===== config.mk =====
export PLATFORM = sky130hd
export DESIGN_NAME = camera_capture
export DESIGN_NICKNAME = d
export VERILOG_FILES = /design/src/design/cctv_pkg.sv /design/src/design/camera_capture.sv
export SDC_FILE = /design/constraint.sdc
export NUM_CORES = 1
export LEC_CHECK = 0
export ABC_AREA = 1
export BUFFER_PORTS_ARGS = -buffer_cell sky130_fd_sc_hd__buf_2
export CAP_MARGIN = 20
export CORE_MARGIN = 1.5
export CORE_UTILIZATION = 40
export CTS_BUF_LIST = sky130_fd_sc_hd__clkbuf_4 sky130_fd_sc_hd__clkbuf_8
export DETAILED_ROUTE_END_ITERATION = 8
export GPL_TIMING_DRIVEN = 0
export SETUP_SLACK_MARGIN = 0.1
export SLEW_MARGIN = 20
export SYNTH_ARGS = -nofsm -noshare
export SYNTH_HDL_FRONTEND = slang
export SYNTH_SLANG_ARGS = --single-unit

===== constraint.sdc =====
create_clock -name clk -period 3.99 [get_ports clk]
set_input_delay 0.798 -clock clk [delete_from_list [all_inputs] [get_ports clk]]
set_output_delay 0.798 -clock clk [all_outputs]
set_load 0.05 [all_outputs]

===== src/design/cctv_pkg.sv =====
package cctv_pkg;

    //////////////////////////////
    // Vector types
    typedef logic [3:0]  gray_t;     // Gray value or one color channel
    typedef logic [16:0] pix_addr_t; // Frame buffer address
    typedef logic [16:0] diff_cnt_t; // Differing pixels in one frame
    typedef logic [9:0]  coord_t;    // VGA counter or coordinate
    typedef logic [7:0]  cam_byte_t; // Camera data byte

    typedef enum logic [1:0] {
        WAIT_FRAME,                  // Idle until the first frame boundary
        FIRST_BYTE,                  // Expecting R5 and G high 3
        SECOND_BYTE                  // Expecting G low 3 and B5
    } capture_state_t;

    //////////////////////////////
    // Stored image
    localparam int IMG_W     = 320;
    localparam int IMG_H     = 240;
    localparam int PIX_COUNT = IMG_W * IMG_H;

    //////////////////////////////
    // 640x480 VGA timing
    localparam coord_t H_ACTIVE = 640;
    localparam coord_t H_FRONT  = 16;
    localparam coord_t H_SYNC   = 96;
    localparam coord_t H_TOTAL  = 800;
    localparam coord_t V_ACTIVE = 480;
    localparam coord_t V_FRONT  = 10;
    localparam coord_t V_SYNC   = 2;
    localparam coord_t V_TOTAL  = 525;

    // Detection and display pipeline
    localparam int DET_SHIFT  = 6;   // Frame limit is detection_threshold << DET_SHIFT
    localparam int PIPE_DELAY = 2;   // Counter to color and sync latency

endpackage


===== src/design/camera_capture.sv =====
`timescale 1ns/1ns

module camera_capture import cctv_pkg::*; (
    input  logic      clk,
    input  logic      rst,
    input  cam_byte_t cam_data,
    input  logic      cam_href,
    input  logic      cam_vsync,
    input  logic      cam_pixel_strobe,
    output logic      pix_we,
    output pix_addr_t pix_addr,
    output gray_t     pix_gray,
    output logic      write_sel,
    output logic      frame_done
);

    capture_state_t state;
    cam_byte_t      first_byte;             // Held R5 and G high 3
    logic           vsync_d;
    logic           vsync_rise;
    logic           byte_take;
    gray_t          r4;
    gray_t          g4;
    gray_t          b4;
    logic [5:0]     gray_sum;               // r + 2g + b, at most 60

    assign vsync_rise = cam_vsync & ~vsync_d;
    assign byte_take  = cam_pixel_strobe & cam_href; // Only bytes inside a line count

    // RGB565 cut to RGB444
    assign r4       = first_byte[7:4];
    assign g4       = {first_byte[2:0], cam_data[7]};
    assign b4       = cam_data[4:1];
    assign gray_sum = {2'b00, r4} + {1'b0, g4, 1'b0} + {2'b00, b4};

    // Frame boundary and ping-pong select
    always_ff @(posedge clk) begin
        vsync_d <= cam_vsync;                // Edge sampler
        if (rst) begin
            frame_done <= 1'b0;
            write_sel  <= 1'b0;
        end else begin
            frame_done <= vsync_rise;        // Pulse one cycle after the edge
            if (vsync_rise)
                write_sel <= ~write_sel;     // Swap buffers with frame_done
        end
    end

    //////////////////////////////
    // Byte pairing FSM and write address
    always_ff @(posedge clk) begin
        if (rst) begin
            state    <= WAIT_FRAME;
            pix_we   <= 1'b0;
            pix_addr <= '0;
        end else begin
            pix_we <= 1'b0;
            if (pix_we)
                pix_addr <= pix_addr + 1'b1; // Step after each write
            if (vsync_rise) begin
                state    <= FIRST_BYTE;
                pix_addr <= '0;              // New frame starts at address 0
            end else begin
                case (state)
                    WAIT_FRAME:  state <= WAIT_FRAME;
                    FIRST_BYTE:  if (byte_take) state <= SECOND_BYTE;
                    SECOND_BYTE: begin
                        if (byte_take) begin
                            pix_we <= 1'b1;  // Write on the cycle after byte two
                            state  <= FIRST_BYTE;
                        end else if (!cam_href) begin
                            state  <= FIRST_BYTE; // Line ended mid pixel
                        end
                    end
                    default:     state <= WAIT_FRAME;
                endcase
            end
        end
    end

    // Pixel payload
    always_ff @(posedge clk) begin
        if (state == FIRST_BYTE && byte_take)
            first_byte <= cam_data;
        if (state == SECOND_BYTE && byte_take)
            pix_gray <= gray_sum[5:2];       // Divide by 4, truncated
    end

endmodule


* After elaboration in Yosys (flattened, before gate mapping)
Cells that the tools add are included.
** Storage, ports and cells
- Output and inout port bits :: 24
- Register bits :: 35
- Input bits :: 13
- Word-level logic and storage cells :: 35
** Operators by class
- Muxes and demuxes :: 6
- Reductions and logical operators :: 6
- Bitwise operators :: 5
- Equality and inequality tests :: 6
- Add/subtract/negate cells :: 3
** Operators with widths (number)
- $add A17 B1 Y17 const B :: 1
- $add A4 B5 Y6 :: 1
- $add A6 B4 Y6 :: 1
- $mux W2 :: 3
- $ne A3 B3 Y1 const B :: 2
- $ne A4 B4 Y1 const B :: 1
- $pmux W2 S2 :: 1
- $reduce_and A2 Y1 :: 2
- $not A1 Y1 :: 3
- $reduce_or A3 Y1 :: 1
- $and A1 B1 Y1 :: 2
- $eq A2 B1 Y1 const B :: 1
- $eq A2 B2 Y1 const B :: 1
- $logic_and A1 B1 Y1 :: 2
- $mux W1 :: 2
- $ne A2 B2 Y1 const B :: 1
- $reduce_or A2 Y1 :: 1

* Depth between registers and ports, before layout
Gate-level depths: netlist of run 1.
- Depth after elaboration :: 4
- Depth in mapped cells :: 8
- Gate-level depth less buffers :: 7

* Worst setup path before layout of run 1
OpenSTA, ideal clock, no wires.
- Path type :: in2reg
- Start :: input cam_data[2]
- End :: register pix_gray[1] (data pin)
- Buffers on the path :: 0
- Path slack :: 1774 ps
- Setup time :: 261 ps
- Arrival :: 1956 ps
- Required time :: 3729 ps
- Stages on the path :: 5
- Path through :: inv_1 > fa_1 > nor2_1 > fa_1 > xor2_1
** On the way
- Word-level cells in the longest chain between the ends :: 1
** Ends and longest elaborated chain
- start: declaration :: RTL line camera_capture.sv:6 : input cam_byte_t cam_data,
- $add A6 B4 Y6 :: RTL line camera_capture.sv:34 : assign gray_sum = {2'b00, r4} + {1'b0, g4, 1'b0} + {2'b00, b4};
- net gray_sum[3] :: RTL line camera_capture.sv:25 : logic [5:0] gray_sum;
- end signal: assignment :: RTL line camera_capture.sv:86 : pix_gray <= gray_sum[5:2];
- end: declaration :: RTL line camera_capture.sv:12 : output gray_t pix_gray,
The timed path passes the listed nets, and every way through them passes these cells.
A chain may end at the register's enable or synchronous reset.

* Worst setup path in the final report of run 1
- Start :: input cam_data[4]
- End :: register pix_gray[2] (data pin)
Same word-level chain as after synthesis.

==> impl_summary.md, run 1 <==
Routing
The pre-antenna-repair detailed-routing pass consisted of 4 iterations. The detail-routed net length per standard cell is ~10 microns. Wires add up to about 2800 microns. Using the TritonRoute via totals, the vias-per-cell ratio works out to 4.56. For this block, the initial DRC count from the detailed router was 46. The count of antenna-violating nets left after detailed routing is 0. The DRC violations left is 0. Summing over every cut layer, the via total after detailed routing is 1241.

STA
Adding up every negative setup slack in the final design gives 0 ns. For the pin with the worst max-slew slack, the measured transition is about 0.63 ns. On the final layout, the worst clock skew is 0.00332 ns.

The worst path in the final design needs a cycle of between 2 and 2.5 ns, including I/O delays and setup. Setup repair after global routing left no endpoint under its margin. The final count of hold timing violations is 0. Static timing analysis puts the maximum clock frequency at 0.481 GHz. The worst pin sits at a relative slew slack of between 50% and 60%. Dividing the final minimum period by the clock period gives about 52%. The max-slew violation count is 0. The final-report setup violation count is 0.

Cells and area
The number of nets in the final layout is roughly 240. The sequential cell area is 791 sq um. Measured on the finished design, the core utilization comes to approximately 52%.

0 antenna diodes ended up in the layout. The area occupied by multi-input gates is between 700 and 800 sq um. Counting the fill cells in the layout gives ~390.

The relative area change from synthesis to final layout is 21.0%. The finished layout holds about 270 standard cells, fillers aside. The share of final-layout standard cells stronger than drive strength 1 is 27.7%.

Logic synthesis
Yosys printed 0 warnings. Counting flops with a built-in enable in the synthesized netlist gives 11. In this run, synthesis produced a sequential element count of 34. The number of different library cells used by synthesis comes to 26. The async set-reset flop share out of synthesis is 0%. By area the synthesized netlist is led by sky130_fd_sc_hd__dfxtp_1, sky130_fd_sc_hd__edfxtp_1, sky130_fd_sc_hd__nand2_1. The main combinational cell family by area after synthesis is simple AND/OR/NAND/NOR gates. The synthesized-area fraction occupied by ao, oa, aoi and oai cells is approximately 7.3%.

The proportion of netlist area held by the largest area contributor is approximately 29%. When the netlist entered floorplanning its net count stood at around 200. After Yosys synthesis, and, or, nand and nor cells account for 27.0% of the synthesized area. The post-synthesis instance area is approximately 0.0016 sq mm. The number of standard cells after synthesis is 180. Sequential cells were found to cover between 40% and 50% of the synthesized design area. The xor/xnor cell area share of the yosys netlist is under 10%. Of the post-synthesis cell area, the part taken by muxes is 0%.

After Yosys synthesis, full adders, half adders and majority gates account for between 8 and 9% of the synthesized area. Dividing the synthesized area by the synthesized cell count gives between 8 and 9 sq um. Summed over all instances, the cell type with the most area after synthesis is sky130_fd_sc_hd__dfxtp_1. In the synthesized netlist the dominant register cell turns out to be sky130_fd_sc_hd__dfxtp_1.

Placed design
The count of buffers added on input and output ports is 36. The wire-length estimate of the detail-placed layout is 2190 microns. At the end of routability-driven placement, the weighted congestion stood at about 0.74.

The instance count after placement with tap cells included is about 260.

Setup path
For this design, the slowest cell found on the critical path is sky130_fd_sc_hd__fa_1. The type of destination of the critical path is a flop. The count of buffer and inverter cells on the critical path is 1. The path type of the worst setup path is in -> reg. The signal on the critical path passes through buf_2, fa_1, ha_1, a21oi_1, nand2_1, xor2_1. The startpoint type of the worst setup path is an input pin.

At the worst endpoint, the arrival time is ~2.1 ns. Of all nets on the critical path, the largest fanout is 4. The cell family contributing the most delay on the critical path is adder cells. The largest single stage delay on the critical path is between 0.4 and 0.5 ns. The worst path required time is between 4 and 5 ns.

Floorplanning
37 I/O pins were placed. Once the floorplan was initialized, standard cells occupied around 43% of the core. The core area is around 0.0037 sq mm. The die is around 66 microns wide.

The vertical extent of the die is approximately 66 microns. The number of rows created at floorplan is 22. The die area is roughly 0.0044 sq mm.

Clock network
The post-cts hold buffer count is 0. The number of clock buffers inserted by TritonCTS is 5. The H-tree depth is 2. Clock latency on the worst-skew pair, taken at its later pin, is approximately 0.27 ns. The maximum root-to-sink buffer count is 2.

Clock tree synthesis selected as its root buffer the cell sky130_fd_sc_hd__clkbuf_8. The post-CTS resize count is 0. Clock-pin slew was measured on the worst setup and hold paths at roughly 0.070 ns. The number of buffers inserted to repair setup after CTS is 0. The clock net sink count is 34. The clock tree from TritonCTS is done.

Global routing
The via count of the first global-routing pass is between 1000 and 1500. After global routing the overflow that remains totals 0. The number of antenna violations at the first check in global routing came to 0. Global routing consumed, over all layers together, around 15% of the routing resources. The maximum number of pins on one net before global-route repair is 11. The wire length of the first global-routing pass is 4810 microns.

Power and ir drop
The leakage dissipation is between 0.8 and 0.9 nW. The peak ir drop on the vdd network is between 0.3 and 0.4 mV. The power per cell area is 362 mW/mm^2.

Run
The max-cap violation count is 0.

Worst hold path
The min-delay analysis places its worst path in the category reg -> reg.

Outcome
The flow ran to the end, and the final reports show no timing, DRC or antenna violations.
[cell families (layout without fill, tap and decap cells)]
| family | after synthesis | in the layout |
|---|---|---|
| simple gates | 90 | 90 |
| flops | 34 | 34 |
| buf+inv | 24 | 68 |
| compound gates | 20 | 20 |
| fa+ha+maj | 8 | 8 |
| xor+xnor | 4 | 4 |
[Yosys cell counts (2+ instances only)]
| master | n |
|---|---|
| sky130_fd_sc_hd__a21oi_1 | 10 |
| sky130_fd_sc_hd__a21oi_2 | 3 |
| sky130_fd_sc_hd__dfxtp_1 | 23 |
| sky130_fd_sc_hd__edfxtp_1 | 11 |
| sky130_fd_sc_hd__fa_1 | 4 |
| sky130_fd_sc_hd__ha_1 | 4 |
| sky130_fd_sc_hd__inv_1 | 21 |
| sky130_fd_sc_hd__nand2_1 | 31 |
| sky130_fd_sc_hd__nand2_2 | 4 |
| sky130_fd_sc_hd__nand3_1 | 12 |
| sky130_fd_sc_hd__nor2_1 | 30 |
| sky130_fd_sc_hd__nor2_2 | 2 |
| sky130_fd_sc_hd__nor2_4 | 3 |
| sky130_fd_sc_hd__nor3_1 | 4 |
| sky130_fd_sc_hd__o21ai_0 | 4 |
| sky130_fd_sc_hd__xor2_1 | 4 |
[metrics by stage]
stage	instance area (sq um)	power [mW]	hold slack, ns	setup WS [ns]
6_report	1940	0.701	0.492	1.91
5_1_grt	1940	0.735	0.518	1.82
4_1_cts	1940	0.714	0.499	1.92
3_5_place_dp	1840	0.449	0.480	1.62
3_3_place_gp	1840	0.448	0.476	1.61
2_1_floorplan	1600	0.429	0.476	1.77
[cells in the final DEF (no fill, tap or decap), types with 2 or more instances in the layout]
master and count:
sky130_fd_sc_hd__dfxtp_1 23, sky130_fd_sc_hd__nand2_2 4, sky130_fd_sc_hd__nor2_1 30, sky130_fd_sc_hd__edfxtp_1 11, sky130_fd_sc_hd__inv_1 21, sky130_fd_sc_hd__clkbuf_8 6, sky130_fd_sc_hd__a21oi_1 10, sky130_fd_sc_hd__nor2_4 3
sky130_fd_sc_hd__ha_1 4, sky130_fd_sc_hd__buf_2 37, sky130_fd_sc_hd__nand2_1 31, sky130_fd_sc_hd__a21oi_2 3, sky130_fd_sc_hd__nor3_1 4, sky130_fd_sc_hd__nor2_2 2, sky130_fd_sc_hd__nand3_1 12, sky130_fd_sc_hd__o21ai_0 4
sky130_fd_sc_hd__fa_1 4, sky130_fd_sc_hd__xor2_1 4
[sequential cells by signal, indices dropped and copies added, names as in the netlist]
name,cells
frame_done,1
pix_addr,17
write_sel,1
vsync_d,1
first_byte,7
pix_we,1
state,2
pix_gray,4
[metal layers]
layer / vias up / wire length, microns / global-route usage, %
li1: 663 / - / -
met1: 542 / 1420 / 19.2
met2: 34 / 1240 / 22.5
met3: 2 / 150 / 4.43
met4: 0 / 23 / 6.12
met5: - / 0 / 0
[cell type report]
class,count,share of cell area [%]
clock buffers,7,4.65
well taps,48,3.10
repair buffers,36,9.31
clock inverters,1,0.259
inverters,22,4.27
plain buffers,2,0.646
flip-flops and latches,34,40.9
multi-input cells,122,36.9
[where the power goes]
part           internal (mW)  switching, mW  leakage [nW]
sequential             0.367        0.00457         0.286
clock                  0.146          0.115        0.0517
combinational         0.0237         0.0450         0.541
[path summary, 6_finish.rpt]
check | from | endpoint | slack [ns] | cells past startpoint
setup / recovery | cam_data[4] | pix_gray[2] | 1.91 | 6
setup reg to reg | first_byte[1] | pix_gray[2] | 2.16 | 5
hold reg to reg | write_sel | write_sel | 0.49 | 1
hold / removal | write_sel | write_sel | 0.49 | 1
Note: power is estimated with default switching activity, not from simulation.
==> run 2: changes to the inputs <==
--- a/config.mk
+++ b/config.mk
@@ -5,7 +5,7 @@
 export SDC_FILE = /design/constraint.sdc
 export NUM_CORES = 1
 export LEC_CHECK = 0
-export ABC_AREA = 1
+export ABC_AREA = 0
 export BUFFER_PORTS_ARGS = -buffer_cell sky130_fd_sc_hd__buf_2
 export CAP_MARGIN = 20
 export CORE_MARGIN = 1.5
==> constraint.sdc (replaced) <==
create_clock -name clk -period 1.9 [get_ports clk]
set_input_delay 0.38 -clock clk [delete_from_list [all_inputs] [get_ports clk]]
set_output_delay 0.38 -clock clk [all_outputs]
set_load 0.05 [all_outputs]
==> run 2 against run 1 <==
  * The run now ends with setup timing left
  * Flip-flop and latch count unchanged
  * Clock power increased by 110%
  * Synthesized cell count decreased by 14%
  * Largest cell class is now multi-input combinational cells
  * Highest routed layer unchanged
==> impl_summary.md, run 2 <==
Outcome
The run finished, with violations left. The checks that failed: setup timing.

Logic synthesis
The distinct cell type count after synthesis is 33. The post-synthesis instance area is ~0.0016 sq mm. After synthesis, the share of flip-flops with an asynchronous set or reset is 0%. The synthesized net count is 175. Yosys instantiated no cell more often than sky130_fd_sc_hd__dfxtp_1. Sequential elements use roughly half of the synthesized area. The leading area contributor after synthesis is sky130_fd_sc_hd__dfxtp_1. Sorting the synthesized cells by area gives the leading types as sky130_fd_sc_hd__dfxtp_1, sky130_fd_sc_hd__edfxtp_1, sky130_fd_sc_hd__fa_1. By count the netlist is led by sky130_fd_sc_hd__dfxtp_1, sky130_fd_sc_hd__edfxtp_1, sky130_fd_sc_hd__nor2_1. The share of synthesized area in the top cell type comes to 28.0%. The number of standard cells after synthesis is 154. The most used flip-flop cell after synthesis is sky130_fd_sc_hd__dfxtp_1. In this run, synthesis inferred 11 flip-flops with an integrated enable.

After synthesis the netlist holds a flip-flop and latch count of 34. Averaged over all synthesized cells, the footprint is ~11 sq um. The warning count from the yosys run is 0.

STA
The minimum hold slack is ~0.22 ns. The final-report setup violation count is 2. The worst clock skew on the final layout is 0.0112 ns.

The max-slew violation count is 0. The final count of hold timing violations is 0. The normalized max-slew margin is between 70% and 80%. The slew at the pin with the worst max-slew slack is about 0.44 ns. Setup repair after global routing could not meet its margin everywhere. The minimum period implied by the final worst setup slack is between 2 and 2.5 ns. Timing would allow up to roughly 0.48 GHz.

Across all setup checks in the final design, the least slack found is -0.184 ns. The final critical path takes up 110% of the cycle.

Cells and area
The number of antenna diodes in the final layout is 0. The count of filler cells inserted in the layout is 378. The top register by number of flip-flops is pix_addr. The number of flip-flops in the largest register is 17.

The final cell count without fillers is 250. The top cell types in the final layout, fill and taps aside, are sky130_fd_sc_hd__buf_2, sky130_fd_sc_hd__dfxtp_1, sky130_fd_sc_hd__edfxtp_1, sky130_fd_sc_hd__nor2_1. The area growth from synthesis to layout is 22.5%. In the final design database the tool counted 220 nets. The largest registers in the layout are pix_addr x17, first_byte x7, pix_gray x4. Cells with a size suffix above 1 make up about 32% of the layout. The leading cell type in the layout, fill and taps excluded is sky130_fd_sc_hd__buf_2.

Power and ir drop
In this run the power density over the cells is around 720 mW/mm^2. The leakage dissipation is about 0.79 nW. The peak ir drop on the vdd network is about 0.32 mV.

Placed design
The count of port buffers added during placement is 36. The congestion estimate from routability-driven global placement came to ~0.76. Counting tap cells, the placed design contains a total of 240 instances. After legalization and detailed placement, the total HPWL measured 2700 microns.

Global routing
The via count of the first global-routing pass was approximately 1300. Entering global routing, the biggest net connects 12 pins. For this run, the total global-route usage over all layers was measured as between 10% and 20%.

The number of antenna violations at the first check in global routing is 0. The overflow left after global routing is 0. The first global-routing pass estimated approximately 6000 microns of wire.

Floorplanning
For this design the top-level I/O count stands at 37. The die area is roughly 0.0045 sq mm. The number of rows created at floorplan is 23.

After floorplanning, the core was sized to cover 0.00397 sq mm. The effective utilization at floorplan is roughly 41%. The vertical extent of the die is roughly 67 microns. From left edge to right edge, the die measures 67.1 microns.

Routing
For this run, design rule violations remaining after detail routing come to 0. The detail route stage leaves a number of antenna-violating nets equal to 0. Across all layers, the routed design uses roughly 1300 vias. The via-per-instance ratio is ~5.4. The number of iterations in the first detailed-routing pass is 4.

The detailed router finished its first iteration with 53 violations. The total wire length after detailed routing is about 3700 microns. In the final routed layout, each cell accounts on average for approximately 15 microns.

Setup path
The startpoint identified for the worst register-to-register timing path is first_byte[0]. The highest fanout seen on the critical path is 2. STA classifies the critical path startpoint as a flop. For flop-to-flop paths, the worst setup slack is -0.18 ns. STA classifies the critical path endpoint as a flop. Data on the critical path is required at its endpoint by between 2 and 2.5 ns.

The length in cells of the worst reg-to-reg path is 5. Data arrives at the worst endpoint at approximately 2.3 ns. The path type of the worst setup path is reg -> reg.

The worst register-to-register path ends at pix_gray[2]. The beginning of the critical path is first_byte[0].

Clock network
The number of clock buffers inserted by TritonCTS is 5. No sink is reached through more buffers than the 2 on the longest clock path. The clock tree synthesis step divided the H-tree into 2 levels.

The clock root buffer is sky130_fd_sc_hd__clkbuf_8. Clock-pin slew was measured on the worst setup and hold paths at roughly 0.080 ns. The clock latency at the later pin of the worst-skew pair is approximately 0.29 ns. TritonCTS built the clock tree. The clock net sink count is 34.

Worst hold path
The number of cells traversed by the worst hold path is 1. The critical hold path startpoint is cam_vsync. The endpoint of the worst hold path is vsync_d. The type of the worst min-delay path is in -> reg.

Run
Max-cap violations in this run came to 0.
run 2: cell count changes after synthesis, moves of 4 or more:
cell                       before  now
sky130_fd_sc_hd__nor2_1        30   10
sky130_fd_sc_hd__or3b_2         0    7
sky130_fd_sc_hd__nand2_2        4    0
sky130_fd_sc_hd__nand4_1        0    8
sky130_fd_sc_hd__mux2i_1        0    8
sky130_fd_sc_hd__nand3b_1       0    8
sky130_fd_sc_hd__inv_1         21    6
sky130_fd_sc_hd__nor4_1         0    7
sky130_fd_sc_hd__nand2_1       31    8
sky130_fd_sc_hd__nand3_1       12    3
run 2: cell type report:
type | count | area [sq um] | share of cell area, %
clock inverters | 2 | 12.5 | 0.622
clock buffers | 6 | 82.6 | 4.10
plain buffers | 6 | 26.3 | 1.31
inverters | 6 | 22.5 | 1.12
well taps | 50 | 62.6 | 3.11
flip-flops and latches | 34 | 793 | 39.4
repair buffers | 38 | 193 | 9.57
multi-input cells | 108 | 821 | 40.8
run 2: cell families after synthesis:
kind of cell	Yosys count	synth area share [%]
AND/OR/NAND/NOR	69	26.5
flip-flops	34	48.1
AO/OA/AOI/OAI	17	6.40
buffers and inverters	12	2.97
multiplexers	8	4.87
adder cells (fa/ha/maj)	8	7.92
XOR/XNOR	6	3.20
run 2: worst max-delay path: stages, from the launching register on:
cell,delay (ns)
sky130_fd_sc_hd__edfxtp_1,0.40
sky130_fd_sc_hd__fa_1,0.59
sky130_fd_sc_hd__ha_1,0.23
sky130_fd_sc_hd__and4b_1,0.20
sky130_fd_sc_hd__or4b_4,0.48
sky130_fd_sc_hd__nand3_2,0.07
run 2: report_power, final:
part	total, mW	switching (mW)	internal [mW]
clock network	0.550	0.259	0.291
registers	0.766	0.00478	0.761
logic	0.137	0.0756	0.0616
total	1.45	0.339	1.11
run 2: how the worst max path moves through the flow:
| stage | end | slack (ns) | cells past startpoint |
|---|---|---|---|
| after floorplan | pix_gray[2] | -0.16 | 5 |
| after global placement | pix_gray[2] | -0.28 | 6 |
| after detailed placement | pix_gray[2] | -0.34 | 6 |
| after CTS | pix_gray[2] | -0.24 | 5 |
| after global routing | pix_gray[2] | -0.26 | 5 |
| final | pix_gray[2] | -0.18 | 5 |
run 2: repair_timing:
| item | in CTS | in global routing |
|---|---|---|
| setup buffers | 0 | 1 |
| gates resized for setup | 0 | 2 |
| endpoints found under the setup margin | 3 | 4 |
| hold buffers | 0 | 0 |
| pin swaps | 3 | 5 |
| hold endpoints to repair | 0 | 0 |
run 2: routing by layer:
metal | share of wire, % | vias to the layer above | track usage [%] | wire length [microns]
li1 | - | 658 | - | -
met1 | 42 | 645 | 21.4 | 1540
met2 | 52 | 31 | 32.2 | 1910
met3 | 4.1 | 5 | 4.56 | 150
met4 | 1.4 | 0 | 6.12 | 52
met5 | 0 | - | 0 | 0
run 2: through the flow:
step | cell area [sq um] | TNS [ns] | util, % | setup WS (ns) | total power, mW
6_report | 2010 | -0.293 | 50.7 | -0.184 | 1.45
5_1_grt | 2010 | -0.416 | 50.7 | -0.256 | 1.51
4_1_cts | 1990 | -0.342 | 50.2 | -0.239 | 1.46
3_5_place_dp | 1900 | -0.778 | 47.8 | -0.338 | 0.915
3_3_place_gp | 1900 | -0.577 | 47.8 | -0.285 | 0.904
2_1_floorplan | 1650 | -0.223 | - | -0.164 | 0.868
==> run 3: changes to the inputs <==
--- a/config.mk
+++ b/config.mk
@@ -8,7 +8,7 @@
 export ABC_AREA = 0
 export BUFFER_PORTS_ARGS = -buffer_cell sky130_fd_sc_hd__buf_2
 export CAP_MARGIN = 20
-export CORE_MARGIN = 1.5
+export CORE_MARGIN = 2
 export CORE_UTILIZATION = 40
 export CTS_BUF_LIST = sky130_fd_sc_hd__clkbuf_4 sky130_fd_sc_hd__clkbuf_8
 export DETAILED_ROUTE_END_ITERATION = 8
==> run 3 against run 2 <==
  * The run still ends with setup timing left
  * Count of clock-buffer cells in the layout unchanged
  * Highest routed layer unchanged
  * Via count is 1.5% higher
  * First-iteration DRC count down 47%
  * Combinational power grew 5%
  * Sequential power barely moved
  * Setup slack improved by 0.010 ns
  * Clock power is 5.1% lower
  * Non-clock buffer count is 1 lower
  * Critical endpoint unchanged
  * Register-to-register slack about the same
==> impl_summary.md, run 3 (synthesis results as in run 2) <==
STA
Setup violations remaining at the end of the flow were counted as 2. The final count of hold timing violations is 0. The minimum period implied by the final worst setup slack is 2.07 ns. The max-slew violation count is 0. The maximum frequency from static timing analysis is 0.482 GHz. After layout, the worst path uses 109% of the clock period. Setup repair after global routing could not meet its margin everywhere. Clock skew on the completed layout was measured at between 0.009 and 0.01 ns. The normalized max-slew margin is ~30%.

After layout, the worst setup slack is -0.174 ns. The slew at the pin with the worst max-slew slack is 1.05 ns. Hold is met by between 0.2 and 0.25 ns.

Cells and area
The number of antenna diodes in the final layout is 0. Compared with the post-synthesis result, the final layout area differs by 22.6%. Of the cells placed in the final design, the portion with a size suffix greater than 1 is roughly 33%.

The number of flip-flops in the largest register is 17. The final non-filler cell area is around 0.002 sq mm. In the final design database the tool counted approximately 220 nets.

In the layout the commonest cells are sky130_fd_sc_hd__buf_2, sky130_fd_sc_hd__dfxtp_1, sky130_fd_sc_hd__edfxtp_1, sky130_fd_sc_hd__nor2_1. Leaving out fill and tap cells, the most frequent cell in the layout is sky130_fd_sc_hd__buf_2. The final cell count without fillers is about 250. The top register by number of flip-flops is pix_addr. The largest registers in the layout are pix_addr x17, first_byte x7, pix_gray x4. The post-layout utilization of the core is just over 50%.

Setup path
The data arrival time of the critical path is ~2.2 ns. On the worst path, the slowest cell contributes a delay of around 0.49 ns. The path type of the worst setup path is reg -> reg. On the critical path the largest part of the delay comes from adder cells. In this run the critical register-to-register path is captured at pix_gray[2].

Traced cell by cell, the critical path runs through fa_1, ha_1, and4b_1, or4b_4, nand3_2. Counting cells, the worst reg-to-reg path comes to 5. The startpoint type of the worst setup path is a flop. In this run the worst path has a maximum fanout of 2. The worst path required time is slightly above 2 ns. The startpoint identified for the worst register-to-register timing path is first_byte[0]. The critical path's slowest cell is sky130_fd_sc_hd__fa_1. Together, buffers and inverters on the worst path number 0. The worst register-to-register path has a setup slack of -0.17 ns. The type of destination of the critical path is a flop.

Placed design
The number of placed instances, taps included, is between 200 and 250. Once placement finished, the instance area stood at about 0.0019 sq mm. The HPWL after detailed placement is 2690 microns. Routability-driven placement finished with a final weighted congestion of approximately 0.76. The setup slack after placement is -0.362 ns. The count of port buffers added during placement is 36.

Routing
The via total after detailed routing is between 1000 and 1500. Once detail routing completed, the nets flagged for antenna violations numbered 0. After detailed routing, the number of remaining DRC violations is 0. Dividing the detail-routed wire length by the instance count gives 15.0 microns.

For this block, the initial DRC count from the detailed router was 28. The number of iterations in the first detailed-routing pass is 4. The via-per-instance ratio is 5.46.

The total wire length after detailed routing is ~3700 microns.

Worst hold path
Counting instances, the worst hold path has a depth of 1. The path class of the tightest hold or removal check is in -> reg. The endpoint of the worst hold path is vsync_d. The critical hold path startpoint is cam_vsync.

Clock network
The H-tree generated during clock tree synthesis spans 2 levels. TritonCTS built the clock tree. The clock net sink count is 34.

The number of clock buffers inserted by TritonCTS is 5. Clock-pin slew was measured on the worst setup and hold paths at 0.07 ns. The clock latency at the later pin of the worst-skew pair is between 0.2 and 0.3 ns. Clock tree synthesis selected as its root buffer the cell sky130_fd_sc_hd__clkbuf_8. The maximum root-to-sink buffer count is 2.

Outcome
The final reports fail on setup timing. The run finished, with violations left.

Floorplanning
The core area is about 0.004 sq mm. The die covers about 0.0046 sq mm. The horizontal die dimension is ~68 microns.

The die is 68.1 microns tall. The number of top-level design ports is 37. The effective utilization at floorplan is roughly two fifths.

The number of rows created at floorplan is 23.

Power and ir drop
The analysis attributes to cell leakage a power of roughly 0.79 nW. In this run the power density over the cells is 711 mW/mm^2. The worst-case IR drop observed on VDD is around 0.26 mV.

Global routing
The maximum number of pins on one net before global-route repair is 12. The wire length of the first global-routing pass is slightly above 6000 microns. The number of antenna violations at the first check in global routing is 0. The overall routing resource usage is between 10% and 20%. The via count of the first global-routing pass came to roughly 1300.

Summed over all layers, the global routing overflow is 0.

Run
Max-cap violations in this run came to 0.
-- run 3: worst register-to-register path: cells and delay by family, from the launching register on --
family                   cells  cell delay, ns
flip-flops                   1            0.40
adder cells (fa/ha/maj)      2            0.78
AND/OR/NAND/NOR              3            0.76
-- run 3: how the worst max path moves through the flow --
| stage | from | end | slack [ns] | cells after the start |
|---|---|---|---|---|
| after floorplan | first_byte[6] | pix_gray[2] | -0.16 | 5 |
| after global placement | cam_data[4] | pix_gray[2] | -0.28 | 6 |
| after detailed placement | cam_data[4] | pix_gray[2] | -0.36 | 6 |
| after CTS | first_byte[0] | pix_gray[2] | -0.18 | 5 |
| after global routing | first_byte[0] | pix_gray[2] | -0.25 | 5 |
| final | first_byte[0] | pix_gray[2] | -0.17 | 5 |
-- run 3: where the power goes --
group | switching (mW) | total, mW | internal, mW
combinational | 0.0781 | 0.144 | 0.0657
sequential | 0.00430 | 0.766 | 0.761
clock | 0.254 | 0.522 | 0.268
-- run 3: layout make-up --
type                            instances  area (sq um)
Multi-Input combinational cell        108           836
Inverter                                6          22.5
Timing Repair Buffer                   37           188
Buffer                                  6          26.3
Tap cell                               50          62.6
Clock inverter                          2          10.0
Sequential cell                        34           793
Fill cell                             382          1960
Clock buffer                            6          76.3
-- run 3: metrics by stage --
step | setup TNS [ns] | total power, mW
final | -0.274 | 1.43
after global placement | -0.576 | 0.904
after CTS | -0.275 | 1.45
after floorplan | -0.223 | 0.868
after global routing | -0.406 | 1.49
after detailed placement | -0.840 | 0.911
-- run 3: repair_timing --
action                                  4_1_cts  5_1_grt
pin swaps                                     4        0
resized for setup                             4        0
hold buffers                                  0        0
buffers inserted                              1        0
endpoints found under the setup margin        4        4
-- run 3: layer usage --
| layer | up-vias | GRT usage (%) | wire length (microns) |
|---|---|---|---|
| met2 | 36 | 31.1 | 1960 |
| met4 | 0 | 7.00 | 78 |
| met5 | - | 0 | 0 |
| li1 | 655 | - | - |
| met3 | 9 | 5.43 | 179 |
| met1 | 659 | 20.3 | 1520 |
